===== src/common/fp_slice_pkg.sv =====
/* FP slice package
   Formats, operations, status flags and the bundles carried through the slice */
`default_nettype none

package fp_slice_pkg;

  localparam int unsigned WIDTH     = 32;
  localparam int unsigned NUM_LANES = 4;  // WIDTH over the narrowest format

  typedef logic [WIDTH-1:0] word_t;

  typedef enum logic [1:0] {
    FP32 = 2'd0,  // e8m23
    FP16 = 2'd1,  // e5m10
    FP8  = 2'd2   // e5m2
  } fp_format_e;

  typedef enum logic [2:0] {
    MIN   = 3'd0,
    MAX   = 3'd1,
    SGNJ  = 3'd2,
    SGNJN = 3'd3,
    SGNJX = 3'd4
  } operation_e;

  // ---------------------------------------------------------------------------
  // Format geometry

  function automatic int unsigned fp_width(fp_format_e fmt);
    case (fmt)
      FP16:    return 16;
      FP8:     return 8;
      default: return 32;
    endcase
  endfunction

  function automatic int unsigned exp_bits(fp_format_e fmt);
    return (fmt == FP32) ? 8 : 5;
  endfunction

  function automatic int unsigned man_bits(fp_format_e fmt);
    case (fmt)
      FP16:    return 10;
      FP8:     return 2;
      default: return 23;
    endcase
  endfunction

  // Widest format that still has an element in this lane
  function automatic int unsigned lane_width(int unsigned lane);
    if (lane * fp_width(FP32) < WIDTH) return fp_width(FP32);
    if (lane * fp_width(FP16) < WIDTH) return fp_width(FP16);
    return fp_width(FP8);
  endfunction

  // ---------------------------------------------------------------------------
  // Bundles

  typedef struct packed {
    logic nv;  // Invalid operation, the only flag this group raises
    logic dz;
    logic of;
    logic uf;
    logic nx;
  } status_t;

  typedef logic [7:0]           tag_t;
  typedef logic [NUM_LANES-1:0] lane_mask_t;

  typedef struct packed {
    word_t      operand_a;
    word_t      operand_b;
    operation_e op;
    fp_format_e fmt;
    logic       vectorial;
    tag_t       tag;
    lane_mask_t simd_mask;
  } slice_req_t;

  typedef struct packed {
    word_t   [NUM_LANES-1:0] lane_result;  // Right-aligned per lane
    status_t [NUM_LANES-1:0] lane_status;
    lane_mask_t              lane_active;
    lane_mask_t              simd_mask;
    fp_format_e              fmt;
    logic                    vectorial;
    tag_t                    tag;
  } lane_bundle_t;

  typedef struct packed {
    word_t   result;
    status_t status;
    tag_t    tag;
  } slice_rsp_t;

endpackage

`default_nettype wire

===== src/rtl/fp_pipe_regs.sv =====
/* Pipeline registers
   Chain of valid/ready stages carrying the lane bundle */
`timescale 1ns/100ps
`default_nettype none

module fp_pipe_regs #(
  parameter int unsigned NumPipeRegs = 2
) (
  input  logic                       clk_i,
  input  logic                       arst_n_i,
  input  fp_slice_pkg::lane_bundle_t data_i,
  input  logic                       valid_i,
  output logic                       ready_o,
  output fp_slice_pkg::lane_bundle_t data_o,
  output logic                       valid_o,
  input  logic                       ready_i
);

  // Index i holds the state after i stages, index 0 is the input side
  fp_slice_pkg::lane_bundle_t stage_data [0:NumPipeRegs];
  logic [0:NumPipeRegs]       stage_valid;
  logic [0:NumPipeRegs]       stage_ready;

  assign stage_data[0]  = data_i;
  assign stage_valid[0] = valid_i;

  for (genvar i = 0; i < int'(NumPipeRegs); i++) begin : gen_stages
    logic load;  // Payload moves into stage i+1

    // Accept when the next stage drains or only holds a bubble
    assign stage_ready[i] = stage_ready[i+1] | ~stage_valid[i+1];
    assign load           = stage_ready[i] & stage_valid[i];

    always_ff @(posedge clk_i or negedge arst_n_i) begin : valid_reg
      if (!arst_n_i) begin
        stage_valid[i+1] <= 1'b0;
      end else if (stage_ready[i]) begin
        stage_valid[i+1] <= stage_valid[i];
      end
    end

    always_ff @(posedge clk_i) begin : data_reg
      if (load) begin
        stage_data[i+1] <= stage_data[i];
      end
    end
  end

  // Ready travels back from the downstream side
  assign stage_ready[NumPipeRegs] = ready_i;
  assign ready_o                  = stage_ready[0];
  assign data_o                   = stage_data[NumPipeRegs];
  assign valid_o                  = stage_valid[NumPipeRegs];

endmodule

`default_nettype wire


===== config.mk =====
export PLATFORM = sky130hd
export DESIGN_NAME = fp_pipe_regs
export DESIGN_NICKNAME = d
export VERILOG_FILES = /design/src/common/fp_slice_pkg.sv /design/src/rtl/fp_pipe_regs.sv
export SDC_FILE = /design/constraint.sdc
export NUM_CORES = 1
export LEC_CHECK = 0
export BUFFER_PORTS_ARGS = -buffer_cell sky130_fd_sc_hd__buf_2
export CORE_MARGIN = 3
export CORE_UTILIZATION = 51
export DETAILED_ROUTE_END_ITERATION = 16
export PLACE_DENSITY_LB_ADDON = 0.1
export REMOVE_ABC_BUFFERS = 1
export SETUP_SLACK_MARGIN = 0.3
export SYNTH_ARGS = -nofsm -noshare
export SYNTH_HDL_FRONTEND = slang
export SYNTH_SLANG_ARGS = --single-unit

===== constraint.sdc =====
create_clock -name clk_i -period 6.3 [get_ports clk_i]
set_input_delay 0.315 -clock clk_i [delete_from_list [all_inputs] [get_ports clk_i]]
set_output_delay 0.315 -clock clk_i [all_outputs]
set_load 0.005 [all_outputs]

==> After elaboration in Yosys (flattened, before gate mapping) <==
Cells that the tools add are included.
{ "totals": {"reg_bits": 336, "out_inout_bits": 169} }
{ "classes": {"bitwise": 6} }
{ "ops": {"columns": ["op", "n"], "rows": [
  ["1-bit AND", 2],
  ["1-bit inverter", 2],
  ["1-bit bitwise OR", 2]
]} }

==> Logic depth before layout (Yosys ltp) <==
Gate-level depths: netlist of the first run.
{ "depth": {"ltp_word": 4, "mapped_depth": 2, "depth_no_buf": 2} }

==> Worst setup path before layout of the first run <==
OpenSTA, ideal clock, no wires.
{ "synth_timing": {"path_kind": "flip-flop to flip-flop", "from": "reg stage_valid, in the netlist valid_o", "to": "reg stage_data, in the netlist data_o[0], enable pin", "setup_time_ps": 546, "t_arrival_ps": 4326, "required_ps": 5754, "slack_ps": 1427, "path_stages_with_launch": 3, "n_path_buf": 0, "period_less_slack_ps": 4873, "path_cell_list": "dfrtp_1 nand2b_1 and2_1"} }
{ "synth_via": {"elab_chain_len": 3} }
{ "synth_rtl": {"columns": ["element", "line_no", "text"], "rows": [
  ["start: declaration", "fp_pipe_regs.sv:21", "logic [0:NumPipeRegs] stage_valid;"],
  ["start signal: indexed assignment", "fp_pipe_regs.sv:38", "stage_valid[i+1] <= stage_valid[i];"],
  ["1-bit inverter", "fp_pipe_regs.sv:31", "assign stage_ready[i] = stage_ready[i+1] | ~stage_valid[i+1];"],
  ["1-bit bitwise OR", "fp_pipe_regs.sv:31", null],
  ["1-bit AND", "fp_pipe_regs.sv:32", "assign load = stage_ready[i] & stage_valid[i];"],
  ["via gen_stages[1].load", "fp_pipe_regs.sv:28", "logic load;"],
  ["end signal: indexed assignment", "fp_pipe_regs.sv:44", "stage_data[i+1] <= stage_data[i];"],
  ["end: declaration", "fp_pipe_regs.sv:20", "fp_slice_pkg::lane_bundle_t stage_data [0:NumPipeRegs];"]
]} }
The timed path passes the listed nets, and every way through them passes these cells.
A chain may end at the register's enable or synchronous reset.

==> Worst setup path after layout of the first run <==
{ "layout_timing": {"from": "reg stage_valid, in the netlist valid_o", "to": "reg stage_data, in the netlist data_o[52], enable pin"} }
Same word-level chain as after synthesis.

==> out/metrics.csv, run 1 <==
metric;value;unit
grt.overflow.total;0;
r2r_setup_slack;3.97;ns
drt_iter0_drc;285;
yosys_warnings;0;
worstPathArrival;2.46;ns
avgSynthCellArea;22.37;um^2
period_minus_slack;2.335;ns
num_vias;5366;
via_per_inst;4.524;
hold_slack;0.02150;ns
fmax;428.3;MHz
fillers;1439;
synthesis.area;0.01139;mm^2
ir_drop;0.2446;mV
hpwl;13930;um
cp_max_fo;64;
htreeDepth;2;
grtUsageTotal;17.15;%
synth_edf_count;334;
top_layer_used;met4;
grt_pass1_vias;5645;
core_area;0.02189;mm^2
row_count;54;
start_util;52.02;%
ys_seq_elements;336;
port_buffers;339;
path_class;flip-flop to flip-flop;
cts_buffer_depth;3;
startpoint_type;flip-flop;
remaining_drc_errors;0;
fp.dieH;155.4;um
p_leak;5.783;nW
antenna_found_initial;2;
powerDensity;324.4;mW/mm^2
critPathSlowestCell;buf_4;
yosysTopAreaCellShare;88.08;%
finalWorstSetupSlack;3.965;ns
cts_sinks;336;
cts_root_buffer;clkbuf_16;
wl_met3;2115;um
rsz0062_at_grt;false;
synthTopCellsByCount;334 x edfxtp_1, 167 x buf_4, 3 x nand2b_1, 2 x dfrtp_1;
setup_viol;0;
tightestPinTransition;0.8543;ns
slew_headroom;43.05;%
final.period_utilization;37.06;%
ys_async_sr_fraction;0.5952;%
drv_cap;0;
max_stage_delay;0.75;ns
yosys.cell_count.top_type;edfxtp_1;
swShare;19.57;%
synthCells;509;
fin_util;67.85;%
required;6.42;ns
cp-end-kind;flip-flop;
cts_made_buffers;34;
setup-tns-final;0;ns
crit_chain;nand2b_1 > and2_4 > buf_4;
clock_skew;0.01273;ns
cts.repair.resized;0;
drive_above_1_share;42.92;%
pwr-share-clk;37.7;%
dr.pass1.iters;4;
wl_met1;8017;um
synth_top_flop_cell;edfxtp_1;
grt_start_max_net_pins;67;
wl_per_cell;17.85;um
switching_power;0.9426;mW
hold_viol_final;0;
min_path_type;input port to flip-flop;
final_nets;1054;
drtAntennaViolNets;0;
pwr-share-seq;55.9;%
ys_types;7;
path_clk_slew;0.06;ns
yosysTopAreaCell;edfxtp_1;
drt_wl_total;21170;um
die_w;155.4;um
status;finished clean;
gp_congestion;0.7754;
drv_slew;0;
area_growth;30.44;%
clk_latency;0.49;ns
fp.dieArea;0.02416;mm^2
p_int;3.875;mW
io_pins;340;
cts_tree;built;
yosys-top-cells-area;edfxtp_1 88%, buf_4 11%, dfrtp_1 0.44%;
place_ws;3.919;ns
routed-wl-met2;10410;um
comb_power_share;6.4;%
yosysSeqAreaShare;88.52;%
grt_pass1_wl;31250;um
[cells in the final DEF (no fill, tap or decap)]
cell type,instances
dlygate4sd3_1,162
and2_4,2
nand2b_1,3
clkbuf_1,10
diode_2,2
edfxtp_1,334
clkbuf_16,37
inv_8,1
buf_2,339
dfrtp_1,2
clkinv_2,4
clkinv_1,5
nand3b_4,1
buf_4,4
[flip-flops by register name (all words and copies together), names as in the netlist]
| name | count |
|---|---|
| data_o | 167 |
| stage_data | 167 |
| stage_valid | 1 |
| valid_o | 1 |
[cell families (layout without fill, tap and decap cells)]
logic type / after synthesis / after routing / share of synthesized area (%)
and+or+nand+nor: 6 / 6 / 0.4725
buffers and inverters: 167 / 562 / 11.01
other: 0 / 2 / 0
DFF: 336 / 336 / 88.52
[metrics by stage]
| step | instances | instance area, um^2 | power [mW] |
|---|---|---|---|
| after floorplan | 342 | 10130 | 2.807 |
| after global placement | 965 | 12210 | 2.958 |
| after detailed placement | 965 | 12210 | 2.972 |
| after CTS | 1181 | 14820 | 4.878 |
| after global routing | 1186 | 14850 | 5.012 |
| final | 1186 | 14850 | 4.818 |
[final timing paths]
check / from / end / cells after the start
setup / recovery: valid_o / data_o[52] / 3
hold / removal: data_i[60] / stage_data[227] / 1
setup reg to reg: valid_o / data_o[52] / 3
hold reg to reg: stage_data[236] / data_o[69] / 0
max in group asynchronous: arst_n_i / stage_valid[1] / 2
min in group asynchronous: arst_n_i / valid_o / 2
[per-layer routing]
| layer | up-vias | track usage (%) |
|---|---|---|
| met4 | 0 | 6.044 |
| met3 | 40 | 6.481 |
| met5 | - | 0 |
| li1 | 2486 | - |
| met2 | 276 | 28.10 |
| met1 | 2564 | 21.10 |
[power groups by stage]
stage | clock network [mW] | logic, mW | registers (mW)
finish | 1.82 | 0.310 | 2.69
global route | 1.97 | 0.338 | 2.70
CTS | 1.87 | 0.314 | 2.69
detailed placement | 0 | 0.234 | 2.74
global placement | 0 | 0.228 | 2.73
floorplan | 0 | 0.0525 | 2.76
[final cells by class]
type	count	area, um^2	share of cell area, %
diodes	2	5.005	0.03370
clock buffers	47	963.4	6.486
clock inverters	10	50.05	0.3370
multi-input cells	6	56.30	0.3791
flip-flops and latches	336	10080	67.86
well taps	280	350.3	2.359
repair buffers	505	3348	22.54
[worst max-delay path: cells and delay by family, from the launching register on]
family        cells  cell delay [ns]
buf+inv           1             0.75
flops             1             0.43
simple gates      2             0.69
[repair_timing]
| action | in CTS | in global routing |
|---|---|---|
| setup buffers | 0 | 0 |
| endpoints found under the hold margin | 160 | 3 |
| hold buffers | 159 | 3 |
(Power assumes the default switching activity.)
==> run 2, diff against run 1 <==
- clock period: 6.3 -> 2.4 ns (I/O delays scaled with it)
==> run 2 against run 1 <==
Compared with the run above: critical endpoint is now data_o[39]; fmax is 40% higher; hold slack better by 0.31 ns; highest routed layer unchanged; global-route usage is 0.76 points higher; flip-flop and latch count stayed put; clock power grew to 2.6 times the previous value; die area stayed put; sequential share of layout area is 1.3 points lower; critical path type unchanged.
==> out/metrics.csv, run 2 (synthesized netlist as in run 1, its figures left out) <==
metric;value;unit
drv_slew;0;
grtUsageTotal;17.91;%
fillers;1398;
clk_latency;0.49;ns
cts_sinks;336;
wl_per_cell;18.32;um
fp.dieArea;0.02416;mm^2
worstPathArrival;1.85;ns
cts_tree;built;
clock_skew;0.01058;ns
antenna_found_initial;0;
htreeDepth;2;
setup_viol;0;
period_minus_slack;1.665;ns
rsz0062_at_grt;false;
path_class;flip-flop to flip-flop;
required;2.58;ns
gp_congestion;0.7575;
hold_slack;0.3350;ns
cts_made_buffers;35;
remaining_drc_errors;0;
area_growth;32.90;%
via_per_inst;4.540;
final_cell_mix;339 x buf_2, 334 x edfxtp_1, 172 x dlygate4sd3_1;
cts_buffer_depth;3;
final_cells;1207;
min_path_type;input port to flip-flop;
use_met1;21.73;%
crit_chain;nand2b_1 > and2_4 > buf_12;
seq_area;0.01008;mm^2
fmax;600.6;MHz
p_leak;5.904;nW
final_common_cell;buf_2;
cp_max_fo;33;
met2_usage;30.21;%
max_stage_delay;0.49;ns
grt_pass1_vias;5912;
io_pins;340;
status;finished clean;
start_util;52.02;%
critPathSlowestCell;and2_4;
port_buffers;339;
startpoint_type;flip-flop;
pwr-share-clk;37.7;%
cts_root_buffer;clkbuf_16;
met3_usage;6.342;%
grt.overflow.total;0;
slew_headroom;65.37;%
drive_above_1_share;42.72;%
tightestPinTransition;0.5195;ns
num_vias;5480;
grt_pass1_wl;32690;um
hpwl;14320;um
drtAntennaViolNets;0;
dp_cells;972;
powerDensity;843.1;mW/mm^2
cts.repair.resized;0;
p_int;10.22;mW
grt_start_max_net_pins;47;
final_nets;1072;
row_count;54;
drt_wl_total;22110;um
switching_power;2.537;mW
swShare;19.88;%
antenna_cells;0;
core_area;0.02189;mm^2
drv_cap;0;
multiInputGateArea;56.30;um^2
cp-end-kind;flip-flop;
ir_drop;0.6162;mV
fp.dieH;155.4;um
comb_power_share;7.0;%
dr.pass1.iters;4;
path_clk_slew;0.06;ns
grt-busiest-layer;met2;
die_w;155.4;um
pwr-share-seq;55.4;%
hold_viol_final;0;
drt_iter0_drc;293;
final.period_utilization;69.38;%
run 2: final timing paths:
kind	depth (start not counted)	startpoint	slack [ns]	to
min	2	data_i[52]	0.34	stage_data[219]
max	3	valid_o	0.73	data_o[39]
max in group asynchronous	3	arst_n_i	1.79	stage_valid[1]
max reg2reg	3	valid_o	0.73	data_o[39]
min in group asynchronous	3	arst_n_i	0.47	valid_o
min reg2reg	0	stage_data[207]	0.42	data_o[40]
run 2: timing repair:
action / CTS / global route
buffers inserted: 0 / 0
hold endpoints to repair: 171 / 0
hold buffers: 172 / 0
endpoints found under the setup margin: 0 / 0
run 2: stage by stage:
stage                     util [%]  worst slack [ns]  power, mW  instance area, um^2  TNS [ns]
final                        69.13            0.7349      12.76                15130         0
after global routing         69.13            0.6375      13.26                15130         0
after CTS                    69.13            0.7379      12.89                15130         0
after detailed placement     56.54            0.7504      7.855                12380         0
after global placement       56.54            0.7744      7.820                12380         0
after floorplan                  -            -2.473      7.370                10130   -412.92
run 2: power by group through the flow:
stage          Sequential (mW)  Clock, mW  Combinational [mW]
2_1_floorplan             7.23          0               0.138
4_1_cts                   7.07       4.93               0.897
3_3_place_gp              7.17          0               0.651
5_1_grt                   7.10       5.20               0.961
3_5_place_dp              7.19          0               0.670
6_report                  7.07       4.81               0.887
run 2: area by class of cell:
class,instances,area share (%)
flip-flops and latches,336,66.61
repair buffers,522,23.88
clock buffers,44,6.292
well taps,280,2.315
clock inverters,19,0.5374
multi-input cells,6,0.3721
run 2: metal layers:
| layer | up-vias | share of wire (%) |
|---|---|---|
| li1 | 2517 | - |
| met1 | 2644 | 38 |
| met2 | 276 | 50 |
| met3 | 43 | 9.6 |
| met4 | 0 | 2.4 |
| met5 | - | 0 |
run 2: worst max-delay path, delay by kind of cell (launching register included):
family,cells,cell delay (ns)
flops,1,0.43
buf+inv,1,0.27
simple gates,2,0.61
==> run 3, diff against run 2 <==
- ABC_AREA: default -> 1
- clock period: 2.4 -> 1.6 ns (I/O delays scaled with it)
==> run 3 against run 2 <==
Compared with the run above: die area is essentially flat; highest routed layer unchanged; critical path depth grew 3; hold slack lost 0.26 ns; first-iteration DRC count shrank 0.68%; clock power grew 57%; largest power group unchanged; sequential share of layout area shrank 5.0 points; wire length grew 12%; via count grew 5.0%; clock skew grew 0.0040 ns; synthesized area is essentially flat.
==> out/metrics.csv, run 3 <==
metric;value;unit
ys_async_sr_fraction;0.5952;%
cts_sinks;336;
row_count;54;
fillers;1298;
switching_power;3.998;mW
worstPathArrival;1.67;ns
antenna_cells;0;
final.period_utilization;88.16;%
swShare;19.90;%
drv_slew;0;
dpl_cell_area;0.01242;mm^2
grtUsageTotal;18.93;%
p_int;16.09;mW
status;finished clean;
synth_top_flop_cell;edfxtp_1;
cts_root_buffer;clkbuf_16;
cp_max_fo;5;
powerDensity;1227;mW/mm^2
final_cell_mix;338 x buf_2, 334 x edfxtp_1, 171 x dlygate4sd3_1;
period_minus_slack;1.410;ns
cp-end-kind;flip-flop;
yosysTopAreaCell;edfxtp_1;
fp.dieH;155.4;um
crit_top_cell;buf_12;
drt_iter0_drc;291;
grt_start_max_net_pins;35;
antenna_found_initial;0;
cts_buffer_depth;3;
yosysTopAreaCellShare;88.15;%
startpoint_type;flip-flop;
ys_seq_elements;336;
cp_top_family;buffers and inverters;
via_per_inst;4.555;
slew_headroom;87.85;%
clk_latency;0.49;ns
area_growth;43.85;%
tightestPinTransition;0.1820;ns
start_util;51.98;%
drt_wl_total;24740;um
yosys_warnings;0;
clock_skew;0.01462;ns
max_stage_delay;0.41;ns
ir_drop;1.005;mV
core_area;0.02189;mm^2
min_path_type;input port to flip-flop;
grt_pass1_vias;6110;
grt-busiest-layer;met2;
drtAntennaViolNets;0;
yosys-top-cells-area;edfxtp_1 88%, buf_4 11%, dfrtp_1 0.44%;
comb_power_share;9.7;%
yosys.cell_count.top_type;edfxtp_1;
avgSynthCellArea;22.18;um^2
synthesis.area;0.01138;mm^2
postLayoutCellArea;0.01637;mm^2
use_met1;22.85;%
htreeDepth;2;
dr.pass1.iters;4;
fmax;709.0;MHz
fp.dieArea;0.02414;mm^2
rsz0062_at_grt;true;
setup-tns-final;0;ns
remaining_drc_errors;0;
yosysSeqAreaShare;88.59;%
grt_pass1_wl;34460;um
cts_made_buffers;34;
io_pins;340;
cts_tree;built;
hpwl;14210;um
setup_viol;0;
met3_usage;5.869;%
path_clk_slew;0.06;ns
wl_per_cell;19.59;um
critPathSlowestCell;dfrtp_2;
pwr-share-seq;52.8;%
synthTopCellsByCount;334 x edfxtp_1, 167 x buf_4, 4 x inv_1, 4 x nand2_1, 2 x dfrtp_1;
die_w;155.4;um
final_common_cell;buf_2;
synth_edf_count;334;
num_vias;5753;
drive_above_1_share;46.49;%
met2_usage;33.11;%
drv_cap;0;
cp_num_buf_inv;4;
port_buffers;339;
synthCells;513;
final_nets;1130;
required;1.86;ns
crit_chain;nand3_2 > nand2_2 > clkinv_4 > buf_12 > buf_12 > clkbuf_16;
pwr-share-clk;37.6;%
grt.overflow.total;0;
path_class;flip-flop to flip-flop;
ys_types;7;
hold_viol_final;0;
p_leak;6.492;nW
gp_congestion;0.7736;
## run 3: cell types whose count changed after synthesis, sizes merged
cell and change:
and2 -2, inv +4, nand2 +4, nand2b -3, a21oi +1, nand3 +1
nand3b -1
## run 3: path summary, 6_finish.rpt
check / start / end / slack [ns] / depth (start not counted)
setup / recovery: valid_o / stage_data[230] / 0.19 / 6
hold / removal: ready_i / stage_valid[1] / 0.07 / 5
setup reg to reg: valid_o / stage_data[230] / 0.19 / 6
hold reg to reg: stage_data[174] / data_o[7] / 0.41 / 0
max in group asynchronous: arst_n_i / valid_o / 0.96 / 3
min in group asynchronous: arst_n_i / valid_o / 0.48 / 3
## run 3: logic make-up after synthesis
logic type | synth area share [%]
DFF | 88.59
buffers and inverters | 11.15
AOI/OAI and AO/OA | 0.04394
and+or+nand+nor | 0.2199
## run 3: final cells by class
cell class | count | area [um^2] | share of cell area, %
multi-input cells | 6 | 43.79 | 0.2675
clock buffers | 40 | 937.1 | 5.725
clock inverters | 20 | 143.9 | 0.8791
repair buffers | 577 | 4792 | 29.28
inverters | 4 | 20.02 | 0.1223
flip-flops and latches | 336 | 10080 | 61.59
well taps | 280 | 350.3 | 2.140
## run 3: metal layers
metal / vias to the layer above / part of all wire (%)
li1: 2659 / -
met1: 2764 / 37
met2: 294 / 52
met3: 36 / 9.3
met4: 0 / 1.7
met5: - / 0
## run 3: power groups by stage
stage | combinational, mW | sequential (mW) | clock, mW
after CTS | 1.61 | 10.6 | 7.69
after floorplan | 0.203 | 10.9 | 0
final | 1.94 | 10.6 | 7.55
after global routing | 2.07 | 10.7 | 8.07
after global placement | 0.997 | 10.8 | 0
after detailed placement | 1.02 | 10.8 | 0
## run 3: worst register-to-register path: stages (launching register included)
cell and delay [ns]:
dfrtp_2 0.41, nand3_2 0.11, nand2_2 0.10, clkinv_4 0.11, buf_12 0.15, buf_12 0.14
clkbuf_16 0.16
## run 3: what timing repair did
action / CTS / global route
endpoints found under the setup margin: 314 / 329
gates cloned: 6 / 23
resized for setup: 18 / 20
pin swaps: 3 / 2
hold buffers: 171 / 0
hold endpoints to repair: 171 / 0
setup buffers: 18 / 8
## run 3: metrics by stage
stage	instances	setup WS (ns)	utilization, %	power [mW]	hold slack (ns)
2_1_floorplan	346	-7.630	-	11.14	-0.2156
6_report	1263	0.1895	74.77	20.09	0.07401
5_1_grt	1263	0.1701	74.77	20.79	0.09541
3_3_place_gp	977	0.1510	56.72	11.75	-0.1197
3_5_place_dp	977	0.1076	56.72	11.80	-0.1165
4_1_cts	1232	0.1927	71.73	19.90	0.003717
